===== src/common/render_cfg.svh =====
`ifndef RENDER_CFG_SVH
`define RENDER_CFG_SVH

// Image size in pixels.
`define IMG_W 32
`define IMG_H 32

// Radius 8 pixels, squared.
`define SPHERE_R2 64

// Pixel offset to Q8.24 normal, i.e. dx / 8.
`define NORM_SHIFT 21

`define FP_HALF 32'h00800000 // 0.5

// Material colours, Q8.24.
`define AMB_R  32'h00333333 // 0.2
`define AMB_G  32'h004ccccd // 0.3
`define AMB_B  32'h00666666 // 0.4
`define DIFF_R 32'h00cccccd // 0.8
`define DIFF_G 32'h00b33333 // 0.7
`define DIFF_B 32'h00800000 // 0.5

`endif


===== src/common/fixed_pkg.sv =====
`default_nettype none

package fixed_pkg;

    localparam int FRAC_BITS = 24;

    // Signed Q8.24.
    typedef logic signed [31:0] fp;

    typedef struct packed {
        logic [7:0]  int_part;
        logic [23:0] frac;
    } fp_fields_t;

    // Same word, seen as a number or as its fields.
    typedef union packed {
        fp          value;
        fp_fields_t fields;
    } fp_word_u;

    function automatic fp fp_mul(input fp a, input fp b);
        logic signed [63:0] prod;
        prod = a * b;
        return fp'(prod >>> FRAC_BITS);
    endfunction

    function automatic fp vec3_dot(
        input fp ax,
        input fp ay,
        input fp az,
        input fp bx,
        input fp by,
        input fp bz
    );
        return fp_mul(ax, bx) + fp_mul(ay, by) + fp_mul(az, bz);
    endfunction

endpackage

`default_nettype wire


===== src/hdl/isqrt_unit.sv =====
`default_nettype none
`timescale 1ns/1ns

module isqrt_unit (
    input  logic         clk,
    input  logic         rst,
    input  logic         sqrt_start,
    input  logic [47:0]  radicand,
    output fixed_pkg::fp root,
    output logic         done
);

    logic [47:0] rad_q, rad_src;
    logic [25:0] rem_q, rem_src;
    logic [23:0] root_q, root_src;
    logic [27:0] trial;
    logic [4:0]  cnt;
    logic        run;

    // First bit pair is taken on the start edge itself.
    always_comb begin
        rad_src  = sqrt_start ? radicand : rad_q;
        rem_src  = sqrt_start ? '0 : rem_q;
        root_src = sqrt_start ? '0 : root_q;
        trial    = {rem_src, rad_src[47:46]} - {2'b00, root_src, 2'b01};
    end

    always_ff @(posedge clk) begin
        if (sqrt_start || run) begin
            rad_q  <= rad_src << 2;
            root_q <= {root_src[22:0], ~trial[27]};
            rem_q  <= trial[27] ? {rem_src[23:0], rad_src[47:46]} : trial[25:0]; // Restore.
        end
    end

    always_ff @(posedge clk) begin
        if (!rst) begin
            run  <= 1'b0;
            cnt  <= '0;
            done <= 1'b0;
        end else begin
            done <= run && (cnt == 5'd1);
            if (sqrt_start) begin
                run <= 1'b1;
                cnt <= 5'd23; // Iterations left.
            end else if (run) begin
                cnt <= cnt - 1'b1;
                run <= (cnt != 5'd1);
            end
        end
    end

    assign root = {8'd0, root_q}; // Floor root, Q8.24.

endmodule

`default_nettype wire


===== config.mk =====
export PLATFORM = sky130hd
export DESIGN_NAME = isqrt_unit
export DESIGN_NICKNAME = d
export VERILOG_FILES = /design/src/common/render_cfg.svh /design/src/common/fixed_pkg.sv /design/src/hdl/isqrt_unit.sv
export SDC_FILE = /design/constraint.sdc
export NUM_CORES = 1
export LEC_CHECK = 0
export ABC_AREA = 1
export BUFFER_PORTS_ARGS = -buffer_cell sky130_fd_sc_hd__buf_2
export CAP_MARGIN = 20
export CORE_MARGIN = 2
export CORE_UTILIZATION = 59
export DETAILED_ROUTE_END_ITERATION = 8
export GPL_TIMING_DRIVEN = 0
export PLACE_DENSITY = 0.89
export SKIP_CTS_REPAIR_TIMING = 1
export SYNTH_ARGS = -nofsm -noshare
export SYNTH_HDL_FRONTEND = slang
export SYNTH_SLANG_ARGS = --single-unit

===== constraint.sdc =====
create_clock -name clk -period 4.3 [get_ports clk]
set_input_delay 0.43 -clock clk [delete_from_list [all_inputs] [get_ports clk]]
set_output_delay 0.43 -clock clk [all_outputs]
set_load 0.02 [all_outputs]

; Word-level counts from Yosys, hierarchy flattened
; Index checks and enable logic that the tools add are counted.
; Widths: inputs -> output; s select.
[op_classes]
addsub = 2
n_eq_ne = 2
mux = 8
bitwise_logic = 2
n_reduce_logical = 4
[ops]
columns = op, count
row1 = $mux 26, 2
row2 = $mux 48, 1
row3 = $sub 28x26->28, 1
row4 = $mux 24, 1
row5 = $mux 5, 2
row6 = $eq 5x1->1 const B, 1
row7 = $ne 5x1->1 const B, 1
row8 = $sub 5x1->5 const B, 1
row9 = $mux 1, 2
row10 = $not 1->1, 2
row11 = $reduce_bool 2->1, 1
row12 = $reduce_or 2->1, 1
row13 = $logic_and 1x1->1, 1
row14 = $logic_or 1x1->1, 1
[word_totals]
ff_bits = 103
inputBits = 51
output_inout_bits = 33
wordCells = 26

; Logic depth before layout (Yosys ltp)
; Gate-level depths: netlist of run 1.
[depth]
word_depth = 3
depth_mapped = 19
depth_no_buf = 16

; Worst setup path before layout of run 1
; No wires, ideal clock.
[synth_path]
path_type = input-to-reg
startpoint = in sqrt_start
endpoint = reg cnt[1]
setup_time_ps = 81
arrival_ps = 3151
required_time_ps = 4219
setup_slack_ps = 1069
cell_stages = 6
path_buffers = 2
path_cell_list = buf_6 > inv_4 > buf_6 > nand2_1 > o21ai_0 > a31oi_1
[synth_via]
elab_chain_cells = 1
elab_cells_between_ends = 2
cone_classes = 1 x mux / 1 x reduce/logical
[synth_lines]
columns = element, line_no
row1 = from (decl), isqrt_unit.sv:7  ; input logic sqrt_start,
row2 = $mux 5 or $reduce_bool 2->1 (tied branches), n/a
row3 = to (signal assigned), isqrt_unit.sv:47  ; cnt <= cnt - 1'b1;
row4 = to (decl), isqrt_unit.sv:17  ; logic [4:0] cnt;
; Parallel ways exist; a longest one is shown, timed or not.
; A chain may end at the register's enable or synchronous reset.

; Final worst setup path of run 1
[layout_path]
startpoint = in sqrt_start
endpoint = reg rem_q[19] (data pin)
[layout_via]
elab_chain_cells = 3
elab_cells_between_ends = 5
cone_classes = 1 x add/sub / 4 x mux
[layout_lines]
columns = element, line_no
row1 = $mux 48 (tied with other cells), isqrt_unit.sv:22  ; rad_src = sqrt_start ? radicand : rad_q;
row2 = $sub 28x26->28, isqrt_unit.sv:25  ; trial = {rem_src, rad_src[47:46]} - {2'b00, root_src, 2'b01};
row3 = $mux 26 (*), isqrt_unit.sv:32  ; rem_q <= trial[27] ? {rem_src[23:0], rad_src[47:46]} : trial[25:0];
row4 = to (signal assigned), isqrt_unit.sv:32
row5 = to (decl), isqrt_unit.sv:14  ; logic [25:0] rem_q, rem_src;
; Mark *: on every way between the ends. The rest lies on a longest branch, timed or not.

==> results by stage, run 1 <==
CTS:
- TritonCTS built the clock tree.
- The H-tree was split into 3 levels.
- The longest clock path from root to sink contains 2 buffers.
- The clock root buffer master is clkbuf_8.
- The number of buffers added by the clock tree synthesis step is 9.
- The CTS sink count is 103.
- The clock transition at the registers of the reported paths is 0.10 ns.
- The clock latency reported for the late side of the worst-skew pair is 0.38 ns.

Die:
- After floorplanning, the core was sized to cover 0.0108 mm2.
- The I/O pin count is 84.
- The effective utilization at floorplan is 60.5%.
- The total number of placement rows is 38.
- The die is 109 um wide.
- From bottom edge to top edge, the die measures 109 um.
- The die covers 0.0120 mm2.

Detailed routing:
- The detailed-route wire length per cell is 14.0 um.
- The pre-antenna-repair detailed-routing pass consisted of 5 iterations.
- Across all layers, the routed design uses 5730 vias.
- The wire length on met3 is 1200 um.
- The DRC violation count after routing is 0.
- Summed over all nets, wire length on met2 after detailed routing comes to 7340 um.
- Using the TritonRoute via totals, the vias-per-cell ratio works out to 5.14.
- The highest metal layer used by the detailed router is met4.
- The number of nets with antenna violations after detailed routing is 0.
- Wires add up to 15600 um.
- The violation count after the first detailed-routing iteration is 397.
- For this block, wires on met1 add up to 6640 um.

Synth:
- After synthesis, the cell types taking the most area are edfxtp_1 44%, nand2_1 21%, inv_1 7.8%.
- The Yosys warning count is 0.
- In the synthesized netlist, the number of instances is 876.
- After synthesis the cells add up to 0.00656 mm2.
- The sequential share of the synthesized area is 46.1%.
- The number of synthesized register bits is 103.
- In the synthesized netlist the dominant register cell turns out to be edfxtp_1.
- The share of flip-flops with an asynchronous set or reset after synthesis is 0%.
- Counting flops with a built-in enable in the synthesized netlist gives 96.
- Dividing the synthesized area by the synthesized cell count gives 7.49 um2.
- The number of distinct library cells after synthesis is 38.
- edfxtp_1 takes more of the synthesized area than any other cell.
- Summed over its instances, the top area cell type makes up 43.9% of the synthesized netlist area.

Timing:
- The post-route fraction of the period consumed by the critical path is 81.9%.
- The final critical-path required period is 3.52 ns.
- The total negative slack is 0 ns.
- The number of max-slew violations in the final report is 0.
- At the pin with the least slew margin, the transition time is 0.757 ns.
- The final worst setup slack is 0.778 ns.
- The hold violation total from the final report is 0.
- Setup repair after global routing left no endpoint under its margin.
- The worst slew margin relative to its limit is 49.5%.
- For this run, the top clock speed supported by timing is 284 MHz.
- The clock arrives with 0.00973 ns of skew.
- The setup-violating endpoint count in the final report is 0.

Pwr:
- The switching fraction of total power is 42.9%.
- The sequential group share of total power is 33.3%.
- The net load switching power is 1900 uW.
- The internal power summed over all cells is 2530 uW.
- The logic gate share of total power is 49.6%.
- Summed over all cells, the static leakage comes to 0.00401 uW.
- Across the VDD grid, the largest voltage drop is 0.409 mV.
- The power density over the cells is 598 mW/mm2.
- The share of power burned in the clock network is 17.1%.

Final layout:
- The repair_antennas step left the layout with diodes totalling 0.
- In the layout the commonest cells are 372 x nand2_1, 136 x inv_1, 96 x edfxtp_1.
- The most common cell after layout, fill and taps aside is nand2_1.
- The area growth from synthesis to layout is 13.1%.
- Cells with a size suffix above 1 make up 13.3% of the layout.
- The net count of the finished layout is 1044.

Critical path:
- The class of the most critical setup path is primary input to flop.
- The critical path capture point type is a flop.
- The largest single stage delay on the critical path is 0.64 ns.
- The cell seen most often among critical-path stages is nand2_1.
- At the worst endpoint, the required time is 4.43 ns.
- The signal on the critical path passes through buf_6, clkbuf_1, clkbuf_1, nor2_1, ha_1, a21oi_1, o21ai_0, nand2_1, nand3_1, a21oi_2, nand2_2, nand2_1, nand2_4, buf_6, nand2_1, nand2_1.
- Broken down by cell family, the worst path's largest delay share belongs to buffers and inverters.
- The launching element type of the critical path is a primary input.
- Of all nets on the critical path, the largest fanout is 10.
- The cell with the largest stage delay on the worst path is clkbuf_1.
- The number of buffers and inverters on the critical path is 4.
- The critical path data arrival time is 3.66 ns.

Global route:
- The global-route wire length before repair is 24700 um.
- The number of global-route vias before repair was 5240.
- Entering global routing, the biggest net connects 69 pins.
- The overall track demand over capacity in global routing is 27.1%.
- The number of antenna violations at the first check in global routing came to 0.
- For this run the aggregate overflow at the end of global routing stands at 0.

Placed design:
- At the end of routability-driven placement, the weighted congestion stood at 0.997.
- The pre-CTS setup slack is 0.438 ns.
- During placement, the flow inserted port buffers numbering 74.
- Detailed placement ended at an HPWL of 11700 um.

Worst hold path:
- The path class of the tightest hold or removal check is primary input to flop.

Run status:
- The flow ran to the end, and the final reports show no timing, DRC or antenna violations.

Job:
- The total of max-cap violations is 0.
## per-stage QoR
stage | area (um2) | hold WS (ns) | utilization [%] | power, uW | cells
after detailed placement | 7170 | 0.478 | 66.1 | 3660 | 1098
after global placement | 7130 | 0.462 | 65.8 | 3610 | 1097
after CTS | 7420 | 0.288 | 68.4 | 4410 | 1114
after global routing | 7420 | 0.294 | 68.4 | 4790 | 1114
after floorplan | 6590 | 0.448 | - | 3120 | 883
final | 7420 | 0.303 | 68.4 | 4440 | 1114
## worst register-to-register path, delay by kind of cell, from the launching register on
kind            cells  cell delay (ns)
compound gates      1             0.19
fa+ha+maj           1             0.25
buf+inv             3             0.34
flops               1             0.39
simple gates       12             1.14
## layout make-up
class,instances,area (um2)
plain buffers,30,195
inverters,139,524
clock inverters,7,126
flip-flops and latches,103,3020
multi-input cells,611,2850
clock buffers,9,124
well taps,140,175
repair buffers,75,398
fillers,904,3420
## path summary, 6_finish.rpt
| path | endpoint | start | slack, ns | cells after the start |
|---|---|---|---|---|
| min reg2reg | cnt[4]$_SDFFE_PN0P_ | cnt[4]$_SDFFE_PN0P_ | 0.49 | 2 |
| max reg2reg | rem_q[19]$_DFFE_PP_ | root_q[9]$_DFFE_PP_ | 1.74 | 17 |
| min | rad_q[3]$_SDFFCE_PN0P_ | radicand[1] | 0.30 | 3 |
| max | rem_q[19]$_DFFE_PP_ | sqrt_start | 0.78 | 16 |
## state kept, by name, indices dropped and copies added, names as in the netlist
| name | count |
|---|---|
| cnt | 5 |
| root_q | 24 |
| rem_q | 26 |
| rad_q | 46 |
| run | 1 |
| done | 1 |
## power groups by stage
stage	combinational, uW	clock, uW	sequential [uW]
3_3_place_gp	2110	0	1500
3_5_place_dp	2160	0	1500
5_1_grt	2490	798	1500
6_report	2200	758	1480
4_1_cts	2180	764	1480
2_1_floorplan	1600	0	1520
## cell usage after synthesis, types with 2 or more instances
| cell type | n |
|---|---|
| a21o_1 | 2 |
| a21oi_1 | 20 |
| a31oi_1 | 3 |
| buf_1 | 2 |
| buf_4 | 8 |
| buf_6 | 7 |
| clkbuf_1 | 13 |
| dfxtp_1 | 7 |
| edfxtp_1 | 96 |
| ha_1 | 24 |
| inv_1 | 136 |
| inv_2 | 2 |
| nand2_1 | 373 |
| nand2_2 | 7 |
| nand2_4 | 2 |
| nand3_1 | 42 |
| nand3_2 | 4 |
| nand4_1 | 10 |
| nor2_1 | 68 |
| nor2_2 | 2 |
| nor2_4 | 2 |
| nor3_1 | 4 |
| nor4_1 | 2 |
| o21a_1 | 2 |
| o21ai_0 | 12 |
| o21bai_1 | 2 |
| xnor2_1 | 4 |
| xor2_1 | 10 |
## cells by family (layout without fill, tap and decap cells)
family	Yosys count	after routing	share of synthesized area (%)
compound gates	47	47	4.14
xor+xnor	14	14	1.87
fa+ha+maj	24	24	4.58
buf+inv	169	260	11.0
flops	103	103	46.1
other cells	1	8	0.0572
simple gates	518	518	32.3
## metal layers
metal	global-route usage (%)	vias up
li1	-	2912
met1	36.4	2581
met2	43.4	207
met3	5.93	30
met4	9.76	0
met5	0	-
Power figures use the tool's default switching activity.
==> run 2, diff against run 1 <==
CORE_UTILIZATION = 53   (was 59)
PLACE_DENSITY = 0.85   (was 0.89)
clock period = 3 ns   (was 4.3 ns; I/O delays follow)
==> run 2 against run 1 <==
  * Core utilization fell by 6.1 points
  * Setup slack got worse by 0.59 ns
  * Final area rose by 1.3%
  * Flip-flop and latch count did not move
  * Critical path depth rose by 2
  * Clock power rose by 60%
  * Critical path type unchanged
  * Largest cell class unchanged
==> results by stage, run 2 (same netlist as run 1, synthesis figures left out) <==
Final layout:
- The antenna cell count was 0 (unchanged).
- The number of standard cells in the final layout excluding fillers came to 1142 (+2.5%).
- The net count of the finished layout is 1044 (unchanged).
- The top cell types in the final layout, fill and taps aside, are 372 x nand2_1, 136 x inv_1, 96 x edfxtp_1.
- The number of fill cells in the layout is 1073 (+19%).
- The most common cell after layout, fill and taps aside is nand2_1.
- The number of flip-flops under the largest register name is 46 (unchanged).
- The fraction of the core area covered by cells at the end of the flow came to 62.3% (-6.1 points).
- Counting flops per register, the top entry is rad_q.
- The area growth from synthesis to layout is 14.6%.
- The fraction of final layout cells with drive strength greater than 1 is 14.2% (+0.82 points).
- In the final layout, the registers with the most flip-flops are rad_q: 46 flops, rem_q: 26 flops, root_q: 24 flops.

CTS:
- The CTS sink count is 103 (unchanged).
- TritonCTS built the clock tree.
- The clock latency reported for the late side of the worst-skew pair came to 0.37 ns (about the same).
- The maximum root-to-sink buffer count is 2 (unchanged).
- The cell sitting at the root of the clock tree is a clkbuf_16.
- The clock transition at the registers of the reported paths came to 0.08 ns (-0.02 ns).
- The H-tree depth is 3 (unchanged).
- The number of buffers added by the clock tree synthesis step is 9 (unchanged).

Pwr:
- The overall power consumption is 6500 uW (+46%).
- The peak supply drop is 0.350 mV (-14%).
- The total leakage power is 0.00406 uW (+1.1%).
- The power density over the cells was 864 mW/mm2 (+44%).

Timing:
- The setup-violating endpoint count in the final report is 0 (unchanged).
- Of the available clock period, the critical path in the final layout requires 93.6%.
- The fmax is 356 MHz.
- Setup repair after global routing left no endpoint under its margin.
- The worst path in the final design needs a cycle of 2.81 ns, including I/O delays and setup.
- The worst slew margin relative to its limit was 43.2% (-6.3 points).
- The actual slew at the worst max-slew pin was 0.852 ns (+0.0947 ns).
- The final worst setup slack is 0.193 ns (-0.585 ns).
- The number of max-slew violations in the final report is 0 (unchanged).
- The clock skew after layout is 0.00936 ns (-0.000372 ns).
- The worst hold slack was 0.190 ns (-0.113 ns).
- The hold violation total from the final report is 0 (unchanged).

Die:
- The floorplan die area is 0.0133 mm2 (+11%).
- The die boundary height is 115 um (+5.3%).
- The core box area is 0.0121 mm2 (+11%).
- The effective utilization at floorplan was 54.4% (-6.1 points).
- The horizontal extent of the die was 115 um (+5.3%).
- The I/O pin count is 84 (unchanged).
- The total number of placement rows is 40 (+5.3%).

Run status:
- The run finished with clean final reports.

Placed design:
- The cell count after placement is 1126 (+2.6%).
- The placed wire-length estimate was 11700 um (+0.39%).
- The count of input and output buffers was 74 (unchanged).
- The final weighted congestion in routability-driven placement came to 1.05 (+4.8%).
- The pre-CTS setup slack is -0.767 ns (-1.21 ns).

Critical path:
- The data required time at the worst endpoint is 3.12 ns (-1.31 ns).
- The launching element type of the critical path is a primary input.
- The critical path data arrival time is 2.93 ns (-0.73 ns).
- The slack of the worst reg-to-reg path is 0.50 ns (-1.24 ns).
- The largest fanout of any net on the critical path is 10 (unchanged).
- The worst setup path is of the primary input to flop kind.
- STA classifies the critical path endpoint as a flop.

Global route:
- The pin count of the biggest net entering global routing was 67 (-2.9%).
- The global-route wire length before repair is 25000 um (+1.5%).
- The number of global-route vias before repair is 5183 (-1.1%).
- The number of antenna violations at the first check in global routing came to 0 (unchanged).
- The overall track demand over capacity in global routing is 24.8% (-2.3 points).
- The total grt overflow is 0 (unchanged).

Detailed routing:
- The routed via count is 5798 (+1.2%).
- The violation count after the first detailed-routing iteration came to 524 (+32%).
- The detailed-route wire length per cell is 14.0 um (-0.37%).
- The number of search-and-repair iterations in the first detailed-routing pass is 5 (unchanged).
- The DRC violation count after routing is 0 (unchanged).
- The detailed-route vias per instance is 5.08 (-1.3%).
- The routed wire length is 15900 um (+2.1%).
- The number of nets with antenna violations after detailed routing is 0 (unchanged).

Worst hold path:
- The kind of path behind the tightest hold check is primary input to flop.

Job:
- The total of max-cap violations is 0 (unchanged).
[run 2: power breakdown]
group / leakage, uW / internal, uW / switching, uW
combinational: 0.00285 / 1070 / 2100
sequential: 0.00106 / 2000 / 113
clock: 0.000150 / 600 / 611
[run 2: path summary, 6_finish.rpt]
path / end / startpoint / cells past startpoint
setup / recovery: rem_q[7]$_DFFE_PP_ / sqrt_start / 18
hold / removal: cnt[2]$_SDFFE_PN0P_ / rst / 3
setup reg to reg: rem_q[7]$_DFFE_PP_ / rem_q[6]$_DFFE_PP_ / 16
hold reg to reg: cnt[4]$_SDFFE_PN0P_ / cnt[4]$_SDFFE_PN0P_ / 2
[run 2: layer usage]
layer  GRT usage [%]  share of wire (%)
met5               0                  0
met4            10.2                2.9
met3            5.85                6.8
met2            38.8                 45
met1            33.3                 45
[run 2: area by class of cell]
cell class	instances	area, um2	share of cell area, %
buffer	30	206	2.75
clock buffer	9	225	3.00
clock inverter	7	76.3	1.02
inverter	139	524	6.97
multi-input combinational	611	2850	38.0
sequential	103	3020	40.2
tap	168	210	2.80
timing repair buffer	75	398	5.29
[run 2: through the flow]
step | TNS (ns) | cell area, um2
global placement | -18.08 | 7170
floorplan | 0 | 6590
finish | 0 | 7520
global route | 0 | 7520
detailed placement | -19.68 | 7200
CTS | -9.14 | 7500
[run 2: critical path, stage by stage]
cell and delay, ns:
buf_6 0.14, clkbuf_2 0.31, clkbuf_4 0.33, nor2_1 0.10, ha_1 0.37, nand2_1 0.11
nand2_1 0.08, nand4_1 0.11, nand2_1 0.09, nand2_1 0.08, nand2_1 0.08, a21oi_2 0.20
nand2_2 0.09, nand2_1 0.10, nand2_4 0.12, buf_6 0.18, nand2_1 0.06, nand2_1 0.06
==> run 3, diff against run 2 <==
ABC_AREA = default   (was 1)
CORE_UTILIZATION = 58   (was 53)
PLACE_DENSITY = 0.88   (was 0.85)
clock period = 3.2 ns   (was 3 ns; I/O delays follow)
==> run 3 against run 2 <==
  * The flow now finishes with violations (negative setup slack)
  * Final area grew 3.6%
  * Highest routed layer unchanged
  * Critical path type unchanged
  * First-iteration DRC count shrank 8.6%
  * Area after synthesis shrank 5.3%
  * Global-route usage grew 0.10 points
  * Synthesized cell count shrank 34%
  * Count of clock-buffer cells in the layout is the same
  * Combinational power grew 11%
  * Hold slack gained 0.019 ns
  * Core utilization grew 13 points
  * Total power shrank 0.56%
  * Clock power shrank 29%
  * Critical path depth shrank 1
==> results by stage, run 3 <==
Critical path:
- The worst setup path is launched from a primary input.
- The startpoint of the worst-slack reg-to-reg timing path is rem_q[0]$_DFFE_PP_.
- The signal on the critical path passes through buf_8, buf_8, buf_12, buf_12, clkbuf_4, nor2b_2, ha_4, inv_1, o311a_4, o21ai_4, or4_1, nand3_1, a211o_1, buf_6, buf_4, nand2_1, o21ai_0.
- The critical path capture point type is a flop.
- The gate family responsible for the most delay along the worst path is compound AO/OA/AOI/OAI gates.
- The slowest stage of the critical path is the a211o_1 cell.
- The slack of the worst reg-to-reg path is 0.11 ns (-0.39 ns).
- The largest fanout of any net on the critical path is 10 (unchanged).
- The number of cells traversed by the worst register-to-register path is 12 (-4).
- In this run the critical register-to-register path is captured at rem_q[5]$_DFFE_PP_.
- The number of buffers and inverters on the critical path is 8 (+4).
- The largest stage delay on the critical path is 0.40 ns (+0.03 ns).
- The critical path data arrival time was 3.40 ns (+0.47 ns).
- The data required time at the worst endpoint is 3.33 ns (+0.21 ns).
- The critical path is of the primary input to flop type.

Detailed routing:
- The violation count after the first detailed-routing iteration is 479 (-8.6%).
- The detailed-route vias per instance is 6.14 (+21%).
- The routed via count was 5167 (-11%).
- The routed wire length is 15800 um (-0.54%).
- The number of search-and-repair iterations in the first detailed-routing pass came to 5 (unchanged).
- The number of nets with antenna violations after detailed routing is 0 (unchanged).
- The DRC violation count after routing came to 0 (unchanged).
- The detailed-route wire length per cell is 18.8 um (+35%).

Run status:
- The final reports fail on negative setup slack.
- The run finished, with violations left.

Timing:
- Setup repair after global routing could not meet its margin everywhere.
- The post-route fraction of the period consumed by the critical path is 102%.
- The final critical-path required period is 3.27 ns.
- The hold violation total from the final report was 0 (unchanged).
- The actual slew at the worst max-slew pin came to 0.621 ns (-0.230 ns).
- The final worst setup slack is -0.0720 ns (-0.264 ns).
- The number of max-slew violations in the final report is 0 (unchanged).
- The fmax is 306 MHz.
- The clock skew after layout is 0.0163 ns (+0.00696 ns).
- The worst slew margin relative to its limit was 58.1% (+15 points).
- The worst hold slack is 0.209 ns (+0.0194 ns).
- The setup-violating endpoint count in the final report came to 22 (+22).

Die:
- The effective utilization at floorplan is 59.9% (+5.5 points).
- The I/O pin count came to 84 (unchanged).
- The die boundary height came to 107 um (-6.7%).
- The floorplan die area was 0.0116 mm2 (-13%).
- The core box area came to 0.0104 mm2 (-14%).
- The total number of placement rows is 37 (-7.5%).
- The horizontal extent of the die is 107 um (-6.7%).

CTS:
- The maximum root-to-sink buffer count is 2 (unchanged).
- The clock root buffer master is clkbuf_8.
- The clock latency reported for the late side of the worst-skew pair came to 0.39 ns (+0.02 ns).
- The CTS sink count is 103 (unchanged).
- The H-tree depth came to 3 (unchanged).
- The CTS tree is built.
- The clock transition at the registers of the reported paths is 0.11 ns (+0.03 ns).
- The number of buffers added by the clock tree synthesis step came to 9 (unchanged).

Final layout:
- Compared with the post-synthesis result, the final layout area differs by 25.4%.
- The antenna cell count came to 0 (unchanged).
- The net count of the finished layout is 776 (-26%).
- The number of flip-flops under the largest register name is 46 (unchanged).
- In the layout the commonest cells are 96 x edfxtp_1, 74 x buf_2, 45 x mux2_2.
- The fraction of the core area covered by cells at the end of the flow was 75.1% (+13 points).
- The largest registers in the layout are rad_q: 46 flops, rem_q: 26 flops, root_q: 24 flops.
- The register name with the most flops is rad_q.
- The fraction of final layout cells with drive strength greater than 1 came to 36.8% (+23 points).
- The library cell used most frequently in the layout, excluding fill and tap cells, is edfxtp_1.

Global route:
- The overall track demand over capacity in global routing came to 24.9% (+0.10 points).
- The number of global-route vias before repair is 4759 (-8.2%).
- The total grt overflow is 0 (unchanged).
- The global-route wire length before repair was 22500 um (-9.9%).
- The pin count of the biggest net entering global routing is 69 (+3.0%).
- The number of antenna violations at the first check in global routing is 0 (unchanged).

Synth:
- The cell taking the most area after synthesis is edfxtp_1.
- The area fraction of the dominant cell type after synthesis is 46.4% (+2.5 points).
- Ranked by total cell area, the synthesized netlist is headed by edfxtp_1 46%, mux2_2 8.5%, ha_1 4.8%.
- The most used flip-flop cell after synthesis is edfxtp_1.
- The number of distinct library cells after synthesis is 59 (+55%).
- The Yosys warning count came to 0 (unchanged).
- In the synthesized netlist, the cells that appear most often are 96 x edfxtp_1, 47 x mux2_2, 39 x nand2_1, 38 x o21ai_0, 36 x nor2b_1.
- The most instantiated library cell after synthesis is edfxtp_1.
- The mean cell area of the mapped netlist is 10.8 um2 (+44%).
- The number of flops mapped to enable cells by yosys was 96 (unchanged).
- The cell count after synthesis was 574 (-34%).
- The total standard cell area after synthesis was 0.00621 mm2 (-5.3%).
- The number of synthesized register bits was 103 (unchanged).
- The share of flip-flops with an asynchronous set or reset after synthesis is 0% (unchanged).
- The sequential share of the synthesized area is 48.7% (+2.6 points).

Pwr:
- The sequential group share of total power was 32.0% (-0.6 points).
- The share of power burned in the clock network is 13.3% (-5.3 points).
- The logic gate share of total power was 54.6% (+5.8 points).
- The overall power consumption is 6460 uW (-0.56%).
- The internal power summed over all cells is 3850 uW (+5.0%).
- The total leakage power is 0.00324 uW (-20%).
- The net load switching power came to 2600 uW (-7.8%).
- The switching fraction of total power is 40.3% (-3.2 points).
- The power density over the cells came to 830 mW/mm2 (-4.0%).
- The peak supply drop came to 0.466 mV (+33%).

Placed design:
- The final weighted congestion in routability-driven placement is 0.882 (-16%).
- The count of input and output buffers is 75 (+1.4%).
- The placed wire-length estimate was 9990 um (-15%).
- The pre-CTS setup slack is -1.24 ns (-0.476 ns).

Worst hold path:
- The number of instances on the worst hold path came to 2 (-1).
- The hold path endpoint is cnt[4]$_SDFFE_PN0P_.
- In this run the most critical hold path is launched from rst.
- The kind of path behind the tightest hold check is primary input to flop.

Job:
- The total of max-cap violations came to 0 (unchanged).
-- run 3: cell count changes in the layout (fill, tap and decap cells not counted), sizes merged, moves of 9 or more --
cell    previous run  this run
buf               92       136
inv              145        31
mux2               0        47
nand2            382        39
nand2b             0        23
nand3             46         6
nand4             10         1
nor2              72        30
nor2b              0        36
o211ai             1        11
o21a               2        11
o21ai             13        43
xnor2              4        20
-- run 3: logic make-up after synthesis --
logic type / count (synthesis) / share of synthesized area, %
AO/OA/AOI/OAI: 136 / 14.4
XOR/XNOR: 26 / 3.67
adder cells (fa/ha/maj): 24 / 4.83
buffers and inverters: 62 / 4.57
flip-flops: 103 / 48.7
multiplexers: 52 / 9.33
other: 1 / 0.0604
AND/OR/NAND/NOR: 170 / 14.5
-- run 3: power by group through the flow --
stage	Combinational (uW)	Sequential, uW	Clock [uW]
3_5_place_dp	2830	2080	0
2_1_floorplan	2160	2080	0
5_1_grt	3770	2090	916
4_1_cts	2850	2050	857
6_report	3530	2070	862
3_3_place_gp	2710	2070	0
-- run 3: area by class of cell --
| type | count | area [um2] |
|---|---|---|
| multi-input cells | 416 | 3240 |
| fillers | 666 | 2580 |
| repair buffers | 110 | 707 |
| clock inverters | 7 | 78.8 |
| flip-flops and latches | 103 | 3020 |
| clock buffers | 9 | 124 |
| plain buffers | 32 | 335 |
| inverters | 29 | 111 |
| well taps | 136 | 170 |
-- run 3: how the worst max path moves through the flow --
stage                           from                   to  depth (start not counted)
after floorplan           sqrt_start   rem_q[6]$_DFFE_PP_                         17
after global placement    sqrt_start   rem_q[9]$_DFFE_PP_                         17
after detailed placement  sqrt_start  rem_q[20]$_DFFE_PP_                         17
after CTS                 sqrt_start  rem_q[18]$_DFFE_PP_                         17
after global routing      sqrt_start   rem_q[5]$_DFFE_PP_                         17
final                     sqrt_start   rem_q[5]$_DFFE_PP_                         17
-- run 3: layer usage --
| layer | vias up | GRT usage, % | wire (um) |
|---|---|---|---|
| met5 | - | 0 | 0 |
| met4 | 0 | 9.80 | 561 |
| met3 | 63 | 6.30 | 1490 |
| met2 | 304 | 41.5 | 7700 |
| met1 | 2456 | 31.1 | 6100 |
| li1 | 2344 | - | - |
-- run 3: stage by stage --
stage | cells | TNS, ns | cell area, um2
after floorplan | 581 | -3.34 | 6390
after global placement | 792 | -116.62 | 6940
after detailed placement | 793 | -33.65 | 6970
after CTS | 809 | -19.30 | 7170
after global routing | 842 | -2.76 | 7790
final | 842 | -0.856 | 7790
